File: config.mk
export PLATFORM = sky130hd
export DESIGN_NAME = result_stage
export DESIGN_NICKNAME = d
export VERILOG_FILES = /design/src/rtl/mips_pkg.sv /design/src/rtl/result_stage.sv
export VERILOG_INCLUDE_DIRS = /design/src /design/src/include
export SDC_FILE = /design/constraint.sdc
export NUM_CORES = 2
export LEC_CHECK = 0
export BUFFER_PORTS_ARGS = -buffer_cell sky130_fd_sc_hd__buf_4
export CAP_MARGIN = 20
export CELL_PAD_IN_SITES_DETAIL_PLACEMENT = 0
export CELL_PAD_IN_SITES_GLOBAL_PLACEMENT = 2
export CORE_ASPECT_RATIO = 1.25
export CORE_MARGIN = 2
export CORE_UTILIZATION = 25
export DETAILED_ROUTE_END_ITERATION = 10
export HOLD_SLACK_MARGIN = 0.08
export PLACE_DENSITY_LB_ADDON = 0.1
export RECOVER_POWER = 100
export SLEW_MARGIN = 10
export SYNTH_ARGS = -nofsm -noshare
export SYNTH_HDL_FRONTEND = slang
export SYNTH_SLANG_ARGS = --single-unit
File: constraint.sdc
create_clock -name clk -period 5.5 [get_ports clk]
set_input_delay 0.55 -clock clk [delete_from_list [all_inputs] [get_ports clk]]
set_output_delay 0.55 -clock clk [all_outputs]
set_load 0.02 [all_outputs]
File: src/include/mips_config.svh
`ifndef MIPS_CONFIG_SVH
`define MIPS_CONFIG_SVH

// --------------------
// Sizes
// --------------------
`define DATA_W      32      // Data path width
`define REG_N       32      // Register file entries
`define DMEM_WORDS  64      // Data memory depth in words

// --------------------
// Opcodes in instr[31:26]
// --------------------
`define OP_RTYPE    6'h00
`define OP_ADDI     6'h08
`define OP_LW       6'h23
`define OP_SW       6'h2b

// R-type function codes in instr[5:0]
`define FN_SRA      6'h03
`define FN_ADD      6'h20
`define FN_SUB      6'h22
`define FN_AND      6'h24
`define FN_OR       6'h25
`define FN_XOR      6'h26
`define FN_NOR      6'h27
`define FN_SLT      6'h2a
`define FN_MUL      6'h18
`define FN_DIV      6'h1a

`endif

File: src/rtl/mips_pkg.sv
`default_nettype none

`include "mips_config.svh"

package mips_pkg;

	// --------------------
	// Vector types
	// --------------------
	typedef logic [`DATA_W-1:0] word_t;   // One data word
	typedef logic [31:0]        instr_t;  // Raw instruction
	typedef logic [4:0]         reg_idx_t; // Register number

	// ALU operation
	typedef enum logic [3:0] {
		alu_add = 4'h0,
		alu_sub = 4'h1,
		alu_and = 4'h2,
		alu_or  = 4'h3,
		alu_xor = 4'h4,
		alu_nor = 4'h5,
		alu_slt = 4'h6,
		alu_mul = 4'h7,
		alu_div = 4'h8,
		alu_sra = 4'h9,
		alu_bad = 4'hf  // Unknown funct gives 0
	} alu_op_t;

	// Decoded ALU class
	typedef enum logic {
		class_add   = 1'b0, // addi, lw, sw
		class_funct = 1'b1  // R-type by funct
	} alu_class_t;

	// Operand source
	typedef enum logic [1:0] {
		fwd_reg = 2'd0, // Value read in decode
		fwd_wb  = 2'd1, // From MEM/WB
		fwd_mem = 2'd2  // From EX/MEM
	} fwd_sel_t;

endpackage

`default_nettype wire

File: src/rtl/result_stage.sv
`default_nettype none

`include "mips_config.svh"

module result_stage
	import mips_pkg::*;
(
	input  logic     clk,
	input  logic     rst_n,
	input  word_t    mem_res,        // ALU result and memory address
	input  word_t    mem_store_data,
	input  reg_idx_t mem_dst,
	input  logic     mem_mem_read,
	input  logic     mem_mem_write,
	input  logic     mem_reg_write,
	output logic     wb_en,
	output reg_idx_t wb_reg,
	output word_t    wb_data
);

	localparam int IDX_W = $clog2(`DMEM_WORDS);

	word_t             dmem [`DMEM_WORDS];
	logic [IDX_W-1:0]  dmem_idx;
	word_t             load_data;

	assign dmem_idx  = mem_res[IDX_W+1:2]; // Word address without byte offset
	assign load_data = dmem[dmem_idx];     // Async read

	// --------------------
	// Data memory
	// --------------------
	always_ff @(posedge clk or negedge rst_n)
	begin
		if (!rst_n)
		begin
			for (int i = 0; i < `DMEM_WORDS; i++)
				dmem[i] <= '0;
		end
		else if (mem_mem_write)
			dmem[dmem_idx] <= mem_store_data;
	end

	// MEM/WB register
	always_ff @(posedge clk or negedge rst_n)
	begin
		if (!rst_n)
			wb_en <= 1'b0;
		else
			wb_en <= mem_reg_write;
	end

	always_ff @(posedge clk)
	begin
		wb_reg  <= mem_dst;
		wb_data <= mem_mem_read ? load_data : mem_res; // Writeback select
	end

endmodule

`default_nettype wire

# After elaboration in Yosys (flattened, before gate mapping)

Cells that the tools add are included.

Register bits after elaboration: 2086
Bits of input ports: 74
Output and inout bits: 38
Logic and storage cells: 78

$lt $le $gt $ge: 2
Multiplexer cells: 7
Bitwise gates (word level): 1
Reduce and logical (&&, ||, !) cells: 1

Operators with widths:

| kind                                               | count |
|---|---|
| bitwise mux 2048 bit                               | 1 |
| binary-select mux 32 bit (select 6 bit)            | 1 |
| demux 32 bit (select 6 bit)                        | 1 |
| 2-to-1 mux 32 bit                                  | 4 |
| >= comparator 7 bit, second input constant         | 1 |
| < comparator 7 x 1 -> 1 bit, second input constant | 1 |
| inverter 6 -> 7 bit                                | 1 |
| logical AND 1 bit                                  | 1 |

# Longest topological paths before layout

Depth after elaboration: 6
Gate-level depth with buffers: 12
Mapped depth without buffers: 6

# Worst setup path after synthesis

OpenSTA, ideal clock, no wires.

Path kind: in2reg
Start: in mem_res[2]
End: reg wb_data[15]
Data arrival time: 2.193 ns
Required time: 5.378 ns
Slack: 3.186 ns
Cell stages on the path: 8
Buffers on the path: 4
Cell sequence: buf_6 buf_6 buf_6 buf_6 mux4_2 a22oi_1 o211ai_1 o32a_1

Longest elaborated chain between the ends: 5

RTL lines:

| what                                                 | RTL line           | RTL |
|---|---|---|
| start: declaration                                   | result_stage.sv:10 | `input word_t mem_res,` |
| inverter 6 -> 7 bit (implied by the code)            | result_stage.sv:28 | `assign load_data = dmem[dmem_idx];` |
| binary-select mux 32 bit (select 6 bit)              | result_stage.sv:28 |  |
| 2-to-1 mux 32 bit (implied by the code) (2 in a row) | result_stage.sv:28 |  |
| 2-to-1 mux 32 bit                                    | result_stage.sv:56 | `wb_data <= mem_mem_read ? load_data : mem_res;` |
| end signal: assignment                               | result_stage.sv:56 |  |
| end: declaration                                     | result_stage.sv:18 | `output word_t wb_data` |

No other way between the ends. The select of a mux whose other input is x is not followed.
A chain may end at the register's enable or synchronous reset.

# Worst setup path in the final report

Start: in mem_res[3]
End: reg dmem[815] (netlist bit)

Longest elaborated chain between the ends: 6

RTL lines:

| what                                                                                     | RTL line           | RTL |
|---|---|---|
| inverter 6 -> 7 bit (implied by the code) *                                              | result_stage.sv:41 | `dmem[dmem_idx] <= mem_store_data;` |
| >= comparator 7 bit (implied by the code) or < comparator 7 x 1 -> 1 bit (tied branches) | result_stage.sv:41 |  |
| logical AND 1 bit (implied by the code)                                                  | result_stage.sv:41 |  |
| 2-to-1 mux 32 bit (implied by the code)                                                  | result_stage.sv:41 |  |
| demux 32 bit (select 6 bit) *                                                            | result_stage.sv:41 |  |
| bitwise mux 2048 bit *                                                                   | result_stage.sv:41 |  |
| end signal: indexed assignment                                                           | result_stage.sv:41 |  |
| end: declaration                                                                         | result_stage.sv:23 | `` word_t dmem [`DMEM_WORDS]; `` |

Mark *: on every way between the ends. The rest lies on a longest branch, timed or not.

==> impl_metrics.json <==
{
  "status": "finished, violations left",
  "violations": "max-capacitance violations, max-slew violations",
  "yosys.area.top_type": "dfrtp_1",
  "die_width_um": 554,
  "internal_power_mw": 29.9,
  "pwr-share-seq_pct": 45.2,
  "crit_required_ns": 6.27,
  "max_freq_ghz": 0.209,
  "hold_buffers": 37,
  "grt_pass1_vias": 64100,
  "syn_area_um2": 94400,
  "synth.top_cell.area_share_pct": 54.3,
  "grt_pass1_wl_um": 602000,
  "combPwrFrac_pct": 12.7,
  "drtPass1Iterations": 5,
  "place.gp.congestion": 0.763,
  "finalMaxSlewViolations": 1832,
  "ioPinCount": 112,
  "start_util_pct": 25.1,
  "clock_path_buffers": 4,
  "syn_nets": 6714,
  "cts_setup_buffers": 0,
  "hold_viol_final": 0,
  "worst_pin_slew_ns": 3.60,
  "async_flop_share_pct": 98.2,
  "gr-usage-all-layers_pct": 22.9,
  "holdPathStages": 3,
  "postSynthCellCount": 6640,
  "met3_length_um": 16700,
  "layout_min_cycle_time_ns": 4.78,
  "cts_inserted_buffers": 243,
  "synth.most_common_cell": "mux2_2",
  "std_cell_rows": 252,
  "cts_tree": "yes",
  "synth_compound_area_share_pct": 6.96,
  "max-slew-margin-rel_pct": -141,
  "path_class": "input pin to register",
  "wirelength_um": 444000,
  "synth_top_family_by_area": "multiplexers",
  "synth-adder-area-share_pct": 0,
  "drc": 0,
  "pwr_density_cell_nw_per_um2": 372,
  "wl_met2_um": 218000,
  "synth_cell_type_count": 72,
  "p_switching_mw": 10.8,
  "yosysSeqAreaShare_pct": 55.1,
  "report.final.setup_viol": 0,
  "post_drt_wl_per_cell_um": 37.7,
  "top_layer": "met5",
  "swShare_pct": 26.5,
  "antenna_found_initial": 48,
  "die_area_um2": 382000,
  "synth-simple-area-share_pct": 1.80,
  "cts.sinks": 2086,
  "vias": 60800,
  "dp_hpwl_um": 261000,
  "area_growth_pct": 15.8,
  "p_total_mw": 40.7,
  "start_kind": "input pin",
  "setup_tns_ns": 0,
  "syn_avg_cell_area_um2": 14.2,
  "synth-xor-area-share_pct": 0,
  "coreArea_um2": 376000,
  "overflow": 0,
  "drt-vias-per-instance": 5.16,
  "synth-edff-count": 0,
  "ys_top_cells_by_area": "dfrtp_1 54%, mux2_2 25%, mux4_2 4.2%, mux2i_1 2.2%, a221oi_1 1.9%",
  "cts-root-buf": "clkbuf_16",
  "clkPwrFrac_pct": 42.1,
  "synthMuxAreaShare_pct": 32.6,
  "cp_max_fo": 50,
  "largest_register_ffs": 2048,
  "finClkSkew_ns": 0.0601,
  "grt_max_degree": 144,
  "synthTopCellsByCount": "2120 x mux2_2, 2049 x dfrtp_1, 272 x clkbuf_1",
  "ir_worst_vdd_mv": 0.235,
  "htree_levels": 4,
  "fin_crit_sh_pct": 86.9,
  "insertion_delay_ns": 0.93,
  "rsz0062_at_grt": "false",
  "ys_warn_count": 0,
  "final_layout_size_suffix_gt1_share_pct": 44.4,
  "io_buffers": 111,
  "maxCapViolCount": 68,
  "worst_setup_path_end_kind": "register",
  "rr_worst_depth": 5,
  "synth_seq_cells": 2086,
  "fin_nets": 6684,
  "leakagePower_nw": 49.2,
  "synthFlopType": "dfrtp_1",
  "ant_nets": 0,
  "hold_path_class": "input pin to register",
  "wl_met1_um": 195000,
  "clkTransAtPathRegs_ns": 0.05,
  "drt_iter0_drc": 4467,
  "postCtsResizedCells": 0,
  "fp.dieH_um": 691,
  "crit_arrival_ns": 5.54
}
-- cells by family after synthesis --
logic type	Yosys count
simple gates	375
compound gates	892
mux	2574
flops	2086
buf+inv	713
-- area by class of cell --
| cell class | count | area (um2) |
|---|---|---|
| Antenna cell | 15 | 37.5 |
| Clock buffer | 378 | 7310 |
| Clock inverter | 69 | 925 |
| Fill cell | 38100 | 267000 |
| Inverter | 4 | 30.0 |
| Multi-Input combinational cell | 3841 | 39300 |
| Sequential cell | 2086 | 52000 |
| Tap cell | 4953 | 6200 |
| Timing Repair Buffer | 434 | 3520 |
-- worst max-delay path, stage by stage --
cell	delay, ns
buf_8	0.45
and2_0	1.69
nand3_1	0.37
clkbuf_1	0.45
nor2_4	0.53
clkbuf_2	0.84
mux2_2	0.42
-- per-layer routing --
metal | up-vias | global-route usage [%]
met4 | 8 | 6.61
met2 | 1475 | 39.1
li1 | 24800 | -
met5 | - | 0
met1 | 34000 | 30.5
met3 | 548 | 2.58
-- layout by cell type (no fill, tap or decap), drive strengths merged, types with 38 or more instances in the layout --
| cell | instances |
|---|---|
| buf | 251 |
| mux2 | 2191 |
| a221oi | 212 |
| clkbuf | 524 |
| dfrtp | 2049 |
| a22oi | 136 |
| o22ai | 87 |
| mux4 | 178 |
| o21ai | 103 |
| nand2 | 124 |
| nor2 | 148 |
| a21oi | 125 |
| mux2i | 205 |
| clkinv | 38 |
-- final timing paths --
| kind | start | end | slack [ns] |
|---|---|---|---|
| min reg2reg | dmem[1812] | dmem[1812] | 0.48 |
| max reg2reg | dmem[1921] | wb_data[1] | 2.79 |
| max in group asynchronous | rst_n | dmem[1351] | 1.55 |
| min in group asynchronous | rst_n | dmem[1610] | 0.25 |
| max | mem_res[3] | dmem[815] | 0.72 |
| min | mem_res[24] | wb_data[24] | 0.20 |
-- per-stage QoR --
| step | std cells | util (%) | cell area [um2] | worst slack (ns) | hold slack (ns) |
|---|---|---|---|---|---|
| after floorplan | 6640 | - | 94400 | 3.19 | 0.254 |
| after global placement | 11300 | 27.0 | 102000 | 0.664 | 0.461 |
| after detailed placement | 11300 | 27.0 | 102000 | 1.23 | 0.468 |
| after CTS | 11800 | 29.3 | 110000 | 1.74 | 0.153 |
| after global routing | 11800 | 29.0 | 109000 | 0.885 | 0.130 |
| final | 11800 | 29.0 | 109000 | 0.722 | 0.196 |
-- power by group through the flow --
stage	Sequential, mW	Clock (mW)	Combinational, mW
2_1_floorplan	18.3	0	3.36
3_3_place_gp	18.6	0	5.21
3_5_place_dp	18.7	0	5.30
4_1_cts	18.4	17.6	5.33
5_1_grt	18.6	18.2	5.57
6_report	18.4	17.1	5.18
No activity file was read; power rests on OpenSTA's default activity.
