**config.mk**
```make
export PLATFORM = sky130hd
export DESIGN_NAME = decode_stage
export DESIGN_NICKNAME = d
export VERILOG_FILES = /design/src/rtl/mips_pkg.sv /design/src/rtl/decode_stage.sv
export VERILOG_INCLUDE_DIRS = /design/src /design/src/include
export SDC_FILE = /design/constraint.sdc
export NUM_CORES = 2
export LEC_CHECK = 0
export CAP_MARGIN = 20
export CORE_MARGIN = 5
export CORE_UTILIZATION = 35
export DETAILED_ROUTE_END_ITERATION = 6
export DONT_BUFFER_PORTS = 1
export PLACE_DENSITY = 0.46
export SKIP_CTS_REPAIR_TIMING = 1
export SYNTH_ARGS = -nofsm -noshare
export SYNTH_HDL_FRONTEND = slang
export SYNTH_SLANG_ARGS = --single-unit
```
**constraint.sdc**
```tcl
create_clock -name clk -period 1.9 [get_ports clk]
set_input_delay 0.38 -clock clk [delete_from_list [all_inputs] [get_ports clk]]
set_output_delay 0.38 -clock clk [all_outputs]
set_load 0.05 [all_outputs]
```
**src/include/mips_config.svh**
```systemverilog
`ifndef MIPS_CONFIG_SVH
`define MIPS_CONFIG_SVH

// --------------------
// Sizes
// --------------------
`define DATA_W      32      // Data path width
`define REG_N       32      // Register file entries
`define DMEM_WORDS  64      // Data memory depth in words

// --------------------
// Opcodes in instr[31:26]
// --------------------
`define OP_RTYPE    6'h00
`define OP_ADDI     6'h08
`define OP_LW       6'h23
`define OP_SW       6'h2b

// R-type function codes in instr[5:0]
`define FN_SRA      6'h03
`define FN_ADD      6'h20
`define FN_SUB      6'h22
`define FN_AND      6'h24
`define FN_OR       6'h25
`define FN_XOR      6'h26
`define FN_NOR      6'h27
`define FN_SLT      6'h2a
`define FN_MUL      6'h18
`define FN_DIV      6'h1a

`endif

```
**src/rtl/mips_pkg.sv**
```systemverilog
`default_nettype none

`include "mips_config.svh"

package mips_pkg;

	// --------------------
	// Vector types
	// --------------------
	typedef logic [`DATA_W-1:0] word_t;   // One data word
	typedef logic [31:0]        instr_t;  // Raw instruction
	typedef logic [4:0]         reg_idx_t; // Register number

	// ALU operation
	typedef enum logic [3:0] {
		alu_add = 4'h0,
		alu_sub = 4'h1,
		alu_and = 4'h2,
		alu_or  = 4'h3,
		alu_xor = 4'h4,
		alu_nor = 4'h5,
		alu_slt = 4'h6,
		alu_mul = 4'h7,
		alu_div = 4'h8,
		alu_sra = 4'h9,
		alu_bad = 4'hf  // Unknown funct gives 0
	} alu_op_t;

	// Decoded ALU class
	typedef enum logic {
		class_add   = 1'b0, // addi, lw, sw
		class_funct = 1'b1  // R-type by funct
	} alu_class_t;

	// Operand source
	typedef enum logic [1:0] {
		fwd_reg = 2'd0, // Value read in decode
		fwd_wb  = 2'd1, // From MEM/WB
		fwd_mem = 2'd2  // From EX/MEM
	} fwd_sel_t;

endpackage

`default_nettype wire

```
**src/rtl/decode_stage.sv**
```systemverilog
`default_nettype none

`include "mips_config.svh"

module decode_stage
	import mips_pkg::*;
(
	input  logic       clk,
	input  logic       rst_n,
	input  instr_t     instr,
	input  logic       instr_valid,
	input  logic       wb_en,        // Register file write port
	input  reg_idx_t   wb_reg,
	input  word_t      wb_data,
	output reg_idx_t   ex_rs,
	output reg_idx_t   ex_rt,
	output reg_idx_t   ex_rd,
	output word_t      ex_data_1,
	output word_t      ex_data_2,
	output word_t      ex_imm,
	output logic [5:0] ex_funct,
	output alu_class_t ex_class,
	output logic       ex_use_imm,
	output logic       ex_dst_rd,
	output logic       ex_mem_read,
	output logic       ex_mem_write,
	output logic       ex_reg_write
);

	// Instruction fields
	logic [5:0] opcode;
	reg_idx_t   rs, rt, rd;
	word_t      imm_sx;

	word_t      regs [`REG_N];
	word_t      rd_data_1, rd_data_2;

	// Decoded controls
	alu_class_t d_class;
	logic       d_use_imm, d_dst_rd, d_mem_read, d_mem_write, d_reg_write;

	assign opcode = instr[31:26];
	assign rs     = instr[25:21];
	assign rt     = instr[20:16];
	assign rd     = instr[15:11];
	assign imm_sx = {{(`DATA_W-16){instr[15]}}, instr[15:0]}; // Sign extend

	// --------------------
	// Register file
	// --------------------
	always_ff @(posedge clk or negedge rst_n)
	begin
		if (!rst_n)
		begin
			for (int i = 0; i < `REG_N; i++)
				regs[i] <= '0;
		end
		else if (wb_en && wb_reg != '0)
			regs[wb_reg] <= wb_data; // r0 never written
	end

	// Reads with same-cycle write-through
	always_comb
	begin
		if (rs == '0)
			rd_data_1 = '0;
		else if (wb_en && wb_reg == rs)
			rd_data_1 = wb_data;
		else
			rd_data_1 = regs[rs];

		if (rt == '0)
			rd_data_2 = '0;
		else if (wb_en && wb_reg == rt)
			rd_data_2 = wb_data;
		else
			rd_data_2 = regs[rt];
	end

	// --------------------
	// Control decode
	// --------------------
	always_comb
	begin
		d_class     = class_add;
		d_use_imm   = 1'b0;
		d_dst_rd    = 1'b0;
		d_mem_read  = 1'b0;
		d_mem_write = 1'b0;
		d_reg_write = 1'b0;
		if (instr_valid)
		begin
			case (opcode)
				`OP_RTYPE:
				begin
					d_class     = class_funct;
					d_dst_rd    = 1'b1;      // Write rd
					d_reg_write = 1'b1;
				end
				`OP_ADDI:
				begin
					d_use_imm   = 1'b1;
					d_reg_write = 1'b1;
				end
				`OP_LW:
				begin
					d_use_imm   = 1'b1;      // Address = rs + imm
					d_mem_read  = 1'b1;
					d_reg_write = 1'b1;
				end
				`OP_SW:
				begin
					d_use_imm   = 1'b1;
					d_mem_write = 1'b1;
				end
				default: ;                   // Unknown opcode is a bubble
			endcase
		end
	end

	// ID/EX register
	always_ff @(posedge clk or negedge rst_n)
	begin
		if (!rst_n)
		begin
			ex_rs        <= '0;
			ex_rt        <= '0;
			ex_rd        <= '0;
			ex_data_1    <= '0;
			ex_data_2    <= '0;
			ex_imm       <= '0;
			ex_funct     <= '0;
			ex_class     <= class_add;
			ex_use_imm   <= 1'b0;
			ex_dst_rd    <= 1'b0;
			ex_mem_read  <= 1'b0;
			ex_mem_write <= 1'b0;
			ex_reg_write <= 1'b0;
		end
		else
		begin
			ex_rs        <= rs;
			ex_rt        <= rt;
			ex_rd        <= rd;
			ex_data_1    <= rd_data_1;
			ex_data_2    <= rd_data_2;
			ex_imm       <= imm_sx;
			ex_funct     <= instr[5:0];
			ex_class     <= d_class;
			ex_use_imm   <= d_use_imm;
			ex_dst_rd    <= d_dst_rd;
			ex_mem_read  <= d_mem_read;
			ex_mem_write <= d_mem_write;
			ex_reg_write <= d_reg_write;
		end
	end

endmodule

`default_nettype wire

```
# --- After elaboration in Yosys (flattened, before gate mapping) ---
# Index checks and enable logic that the tools add are counted.
classes:
  eq_ne: 5
  mul: 0
  n_reduce_logical: 10
  n_mux: 23
  n_bitwise: 3
  shifts: 0
  add_sub_neg: 0
  n_lt_le_gt_ge: 4
  div: 0
op_table:
  columns: ["op", "count"]
  rows:
  - ["$bwmux 1024", 1]
  - ["$bmux 32 s5", 2]
  - ["$mux 32", 9]
  - ["$demux 32 s5", 1]
  - ["$ge 6x6->1 const B", 3]
  - ["$not 5->6", 3]
  - ["$eq 6x6->1 const B", 2]
  - ["$eq 5x5->1", 2]
  - ["$logic_not 5->1", 2]
  - ["$mux 1", 10]
  - ["$eq 6x4->1 const B", 1]
  - ["$logic_not 6->1", 1]
  - ["$lt 6x1->1 const B", 1]
  - ["$reduce_or 3->1", 2]
  - ["$reduce_bool 5->1", 1]
  - ["$logic_and 1x1->1", 4]
totals:
  latch_bits: 0
  ff_bits: 1130
  word_cells: 89
  n_memories: 0
  out_inout_bits: 123
  rom_bits: 0
  mem_bits_rw: 0
  in_bits: 73

# --- Longest topological paths before layout ---
logic_depth:
  ltp_word: 6
  depth_mapped: 10
  depth_no_buf: 5

# --- Worst setup path before layout ---
# Ideal clock, no wire load.
synth_path:
  path_kind: "input to register"
  start: "input port instr[16]"
  end: "register ex_data_2[10]"
  n_path_buf: 3
  path_stages: 7
  arrival_time_ns: 1.987
  slack_ns: -0.213
  path_cell_list: "buf_4 -> buf_6 -> buf_2 -> mux4_2 -> a22oi_1 -> nand2_1 -> a221o_1"
synth_via:
  elab_chain_cells: 6
synth_lines:
  columns: ["item", "line", "text"]
  rows:
  - ["start: declaration", "decode_stage.sv:10", "input instr_t instr,"]
  - ["$not 5->6 (implied by the code)", "decode_stage.sv:77", "rd_data_2 = regs[rt];"]
  - ["$bmux 32 s5", "decode_stage.sv:77", null]
  - ["$mux 32 (implied by the code) (2 in series)", "decode_stage.sv:77", null]
  - ["$mux 32", "decode_stage.sv:74", "else if (wb_en && wb_reg == rt)"]
  - ["$mux 32 *", "decode_stage.sv:72", "if (rt == '0)"]
  - ["net rd_data_2[10]", "decode_stage.sv:36", "word_t rd_data_1, rd_data_2;"]
  - ["end signal: assignment", "decode_stage.sv:146", "ex_data_2 <= rd_data_2;"]
  - ["end: declaration", "decode_stage.sv:19", "output word_t ex_data_2,"]
# Mark *: on every way through the listed nets, which the timed path passes. The rest lies on a longest branch. The select of a mux whose other input is x is not followed.
# A chain may end at the register's enable or synchronous reset.

# --- Final worst setup path ---
layout_path:
  start: "register, netlist name ex_imm[15]"
  end: "output port ex_imm[16]"
layout_lines:
  columns: ["item", "line", "text"]
  rows:
  - ["end: declaration", "decode_stage.sv:20", "output word_t ex_imm,"]
# No word-level cell between the ends.

==> run metrics <==
clk slew on worst S/H paths=0.06 ns; sequential share of the synthesized area=0.485; Die Area=173000 um2; setup TNS=-2.67 ns; most common flop cell mapped by yosys=dfrtp_1; total congestion overflow=0; status=finished with violations; Max Cap Viol=0; H-tree Lvls=4; crit path cell chain=buf_16; critical path required time=1.52 ns; Max clock buf depth=3; DP Area=61900 um2; Finished Layout Cells=6326; vias in the first global route=38.2k; Internal=52.0 mW; slew of the pin with the lowest slew margin=1.22 ns; TritonCTS buffer count=136; worst clock skew=0.0216 ns; worst hold margin=-0.703 ns; row count=149; final instance area=68200 um2; Reg power frac=0.448; initial antenna violation count=10; Top delay family on crit path=flip-flops; share of cells above drive strength 1=0.505; clock root cell=clkbuf_16; Crit Path Max Fanout=10; cell depth of the worst setup path=1; Core ar.=164000 um2; clock power share=0.363; largest net degree at the start of global routing=303; synth unique cells=62; Worst EP arrival=1.69 ns; minimum clock period=2.07 ns; final setup fails=18; failing checks=hold timing, setup timing; First-pass DRT Iterations=5; CTS sink cnt=1119; Final Slew Violations=0; wire per inst=33.7 um; crit share post-route=1.09; latest clock arrival within the worst-skew pair=0.78 ns; number of hold violations in the final report=188; area delta synth->final=18.2%; Cells after DPL=5947; fmax=0.484 GHz; Mapped Area=57700 um2; Placer Congestion=0.795; GRT Total Usage=0.240; starting density of the core=0.351; crit end category=primary output; Die Ht=416 um; syn_nets=3989; # nets final=4105; Avg Vias per Cell=5.89; CTS tree=done; Worst IR Drop VDD=0.790 mV; Post-Route Utilization=0.415; Crit Path Class=reg2out; Async SR Flop Fraction=1.00; placed wire-length estimate=125000 um; Psw=20.0 mW; Comb pwr share=0.189; worst-case reg-to-reg path depth=4; Syn. warnings=0; flops & latches, synth=1119; first-pass GRT wire length=301000 um; Die Width=416 um; Syn Inst Count=3916; Slowest-stage cell, CP=dfrtp_4; Iter 0 DRT Violations=2814; Post-synth EDFFs=0; I/O Buffers=0; CP peak stage delay=0.45 ns; Net Sw Frac=0.278; PD cells=1060 nW/um2; top-level port count=196; Post-Syn Area per Cell=14.7 um2; Antenna Violating Nets Remaining=0; Critical Path Source Type=flop; Final WS setup=-0.168 ns; crit path buf inv count=1; routed vias=37.3k; slew margin rel.=0.186; Hold Crit Class=in2async; RSZ-0062 raised after global routing=true; leakage power=29.5 nW; drt drc=0; Routed WL=213000 um
## state kept, by name, summed over array words and instances (netlist names), 5 cells and up
signal	flops
regs	1024
ex_data_1	32
ex_data_2	32
ex_imm	11
ex_funct	5
ex_rs	5
ex_rt	5
## synthesized netlist by cell type, drive strengths merged (26+ instances only)
cell / count / area (um2)
dfrtp: 1119 / 28000
mux2: 1020 / 11500
mux4: 437 / 9850
buf: 230 / 1470
clkbuf: 221 / 830
mux2i: 167 / 1670
nand2: 112 / 420
a22oi: 93 / 698
nor2: 74 / 283
a21oi: 60 / 300
o21ai: 45 / 225
o22ai: 38 / 238
a221oi: 26 / 228
and3: 26 / 163
## cells in the final DEF, fill, tap and decap left out, drive strengths merged, types with 6 or more instances in the layout
master	instances
a2111oi	12
a211o	11
a211oi	18
a21oi	60
a221o	23
a221oi	26
a22oi	93
a31oi	6
and3	26
buf	332
clkbuf	206
clkinv	25
dfrtp	1119
diode	6
dlygate4sd3	94
inv	13
mux2	1020
mux2i	167
mux4	437
nand2	112
nand2b	8
nand3	17
nand4	6
nor2	74
nor2b	8
nor3	25
nor3b	7
nor4	6
o2111ai	6
o211ai	16
o21ai	45
o221a	6
o22a	10
o22ai	38
or2	7
xnor2	6
## cell type report
type	count	area, um2
antenna	6	15.0
clock buffer	203	4110
clock inverter	34	322
fill	15090	96200
inverter	9	36.3
multi-input combinational	2337	27700
sequential	1119	28000
tap	2189	2740
timing repair buffer	429	5270
## power groups by stage
stage,registers [mW],logic [mW],clock network (mW)
final,32.3,13.6,26.2
after detailed placement,32.6,12.7,0
after global routing,32.8,14.5,27.7
after CTS,32.2,12.7,26.8
after floorplan,31.6,10.1,0
after global placement,32.4,12.5,0
## worst paths after layout
path                             from       endpoint  slack, ns
setup / recovery           ex_imm[15]     ex_imm[16]      -0.17
setup reg to reg            regs[364]  ex_data_2[12]       0.01
hold reg to reg            regs[1009]     regs[1009]       0.39
min in group clk            instr[19]  ex_data_2[23]      -0.01
max in group asynchronous       rst_n  ex_data_2[31]       0.29
hold / removal                  rst_n      ex_imm[9]      -0.70
## stage by stage
stage	total power, mW	setup slack (ns)
after floorplan	41.7	-0.0964
after global placement	44.9	-1.68
after detailed placement	45.2	-1.71
after CTS	71.7	-0.854
after global routing	75.1	-0.231
final	72.0	-0.168
## logic make-up (layout without fill, tap and decap cells)
family          Yosys count  in the layout  synth area share
flops                  1119           1119             0.485
simple gates            310            310            0.0253
compound gates          393            393            0.0490
xor+xnor                 10             10           0.00152
buf+inv                 460            675            0.0405
other cells               0              6                 0
mux                    1624           1624             0.399
## routing by layer
| metal | track usage | wire length, um | up-vias | share of wire |
|---|---|---|---|---|
| met5 | 0 | 27 | - | 0.00013 |
| met4 | 0.0596 | 5520 | 4 | 0.026 |
| met1 | 0.342 | 96200 | 20709 | 0.45 |
| met3 | 0.0437 | 10800 | 276 | 0.051 |
| li1 | - | - | 15281 | - |
| met2 | 0.380 | 100000 | 994 | 0.47 |
No activity file was read; power rests on OpenSTA's default activity.
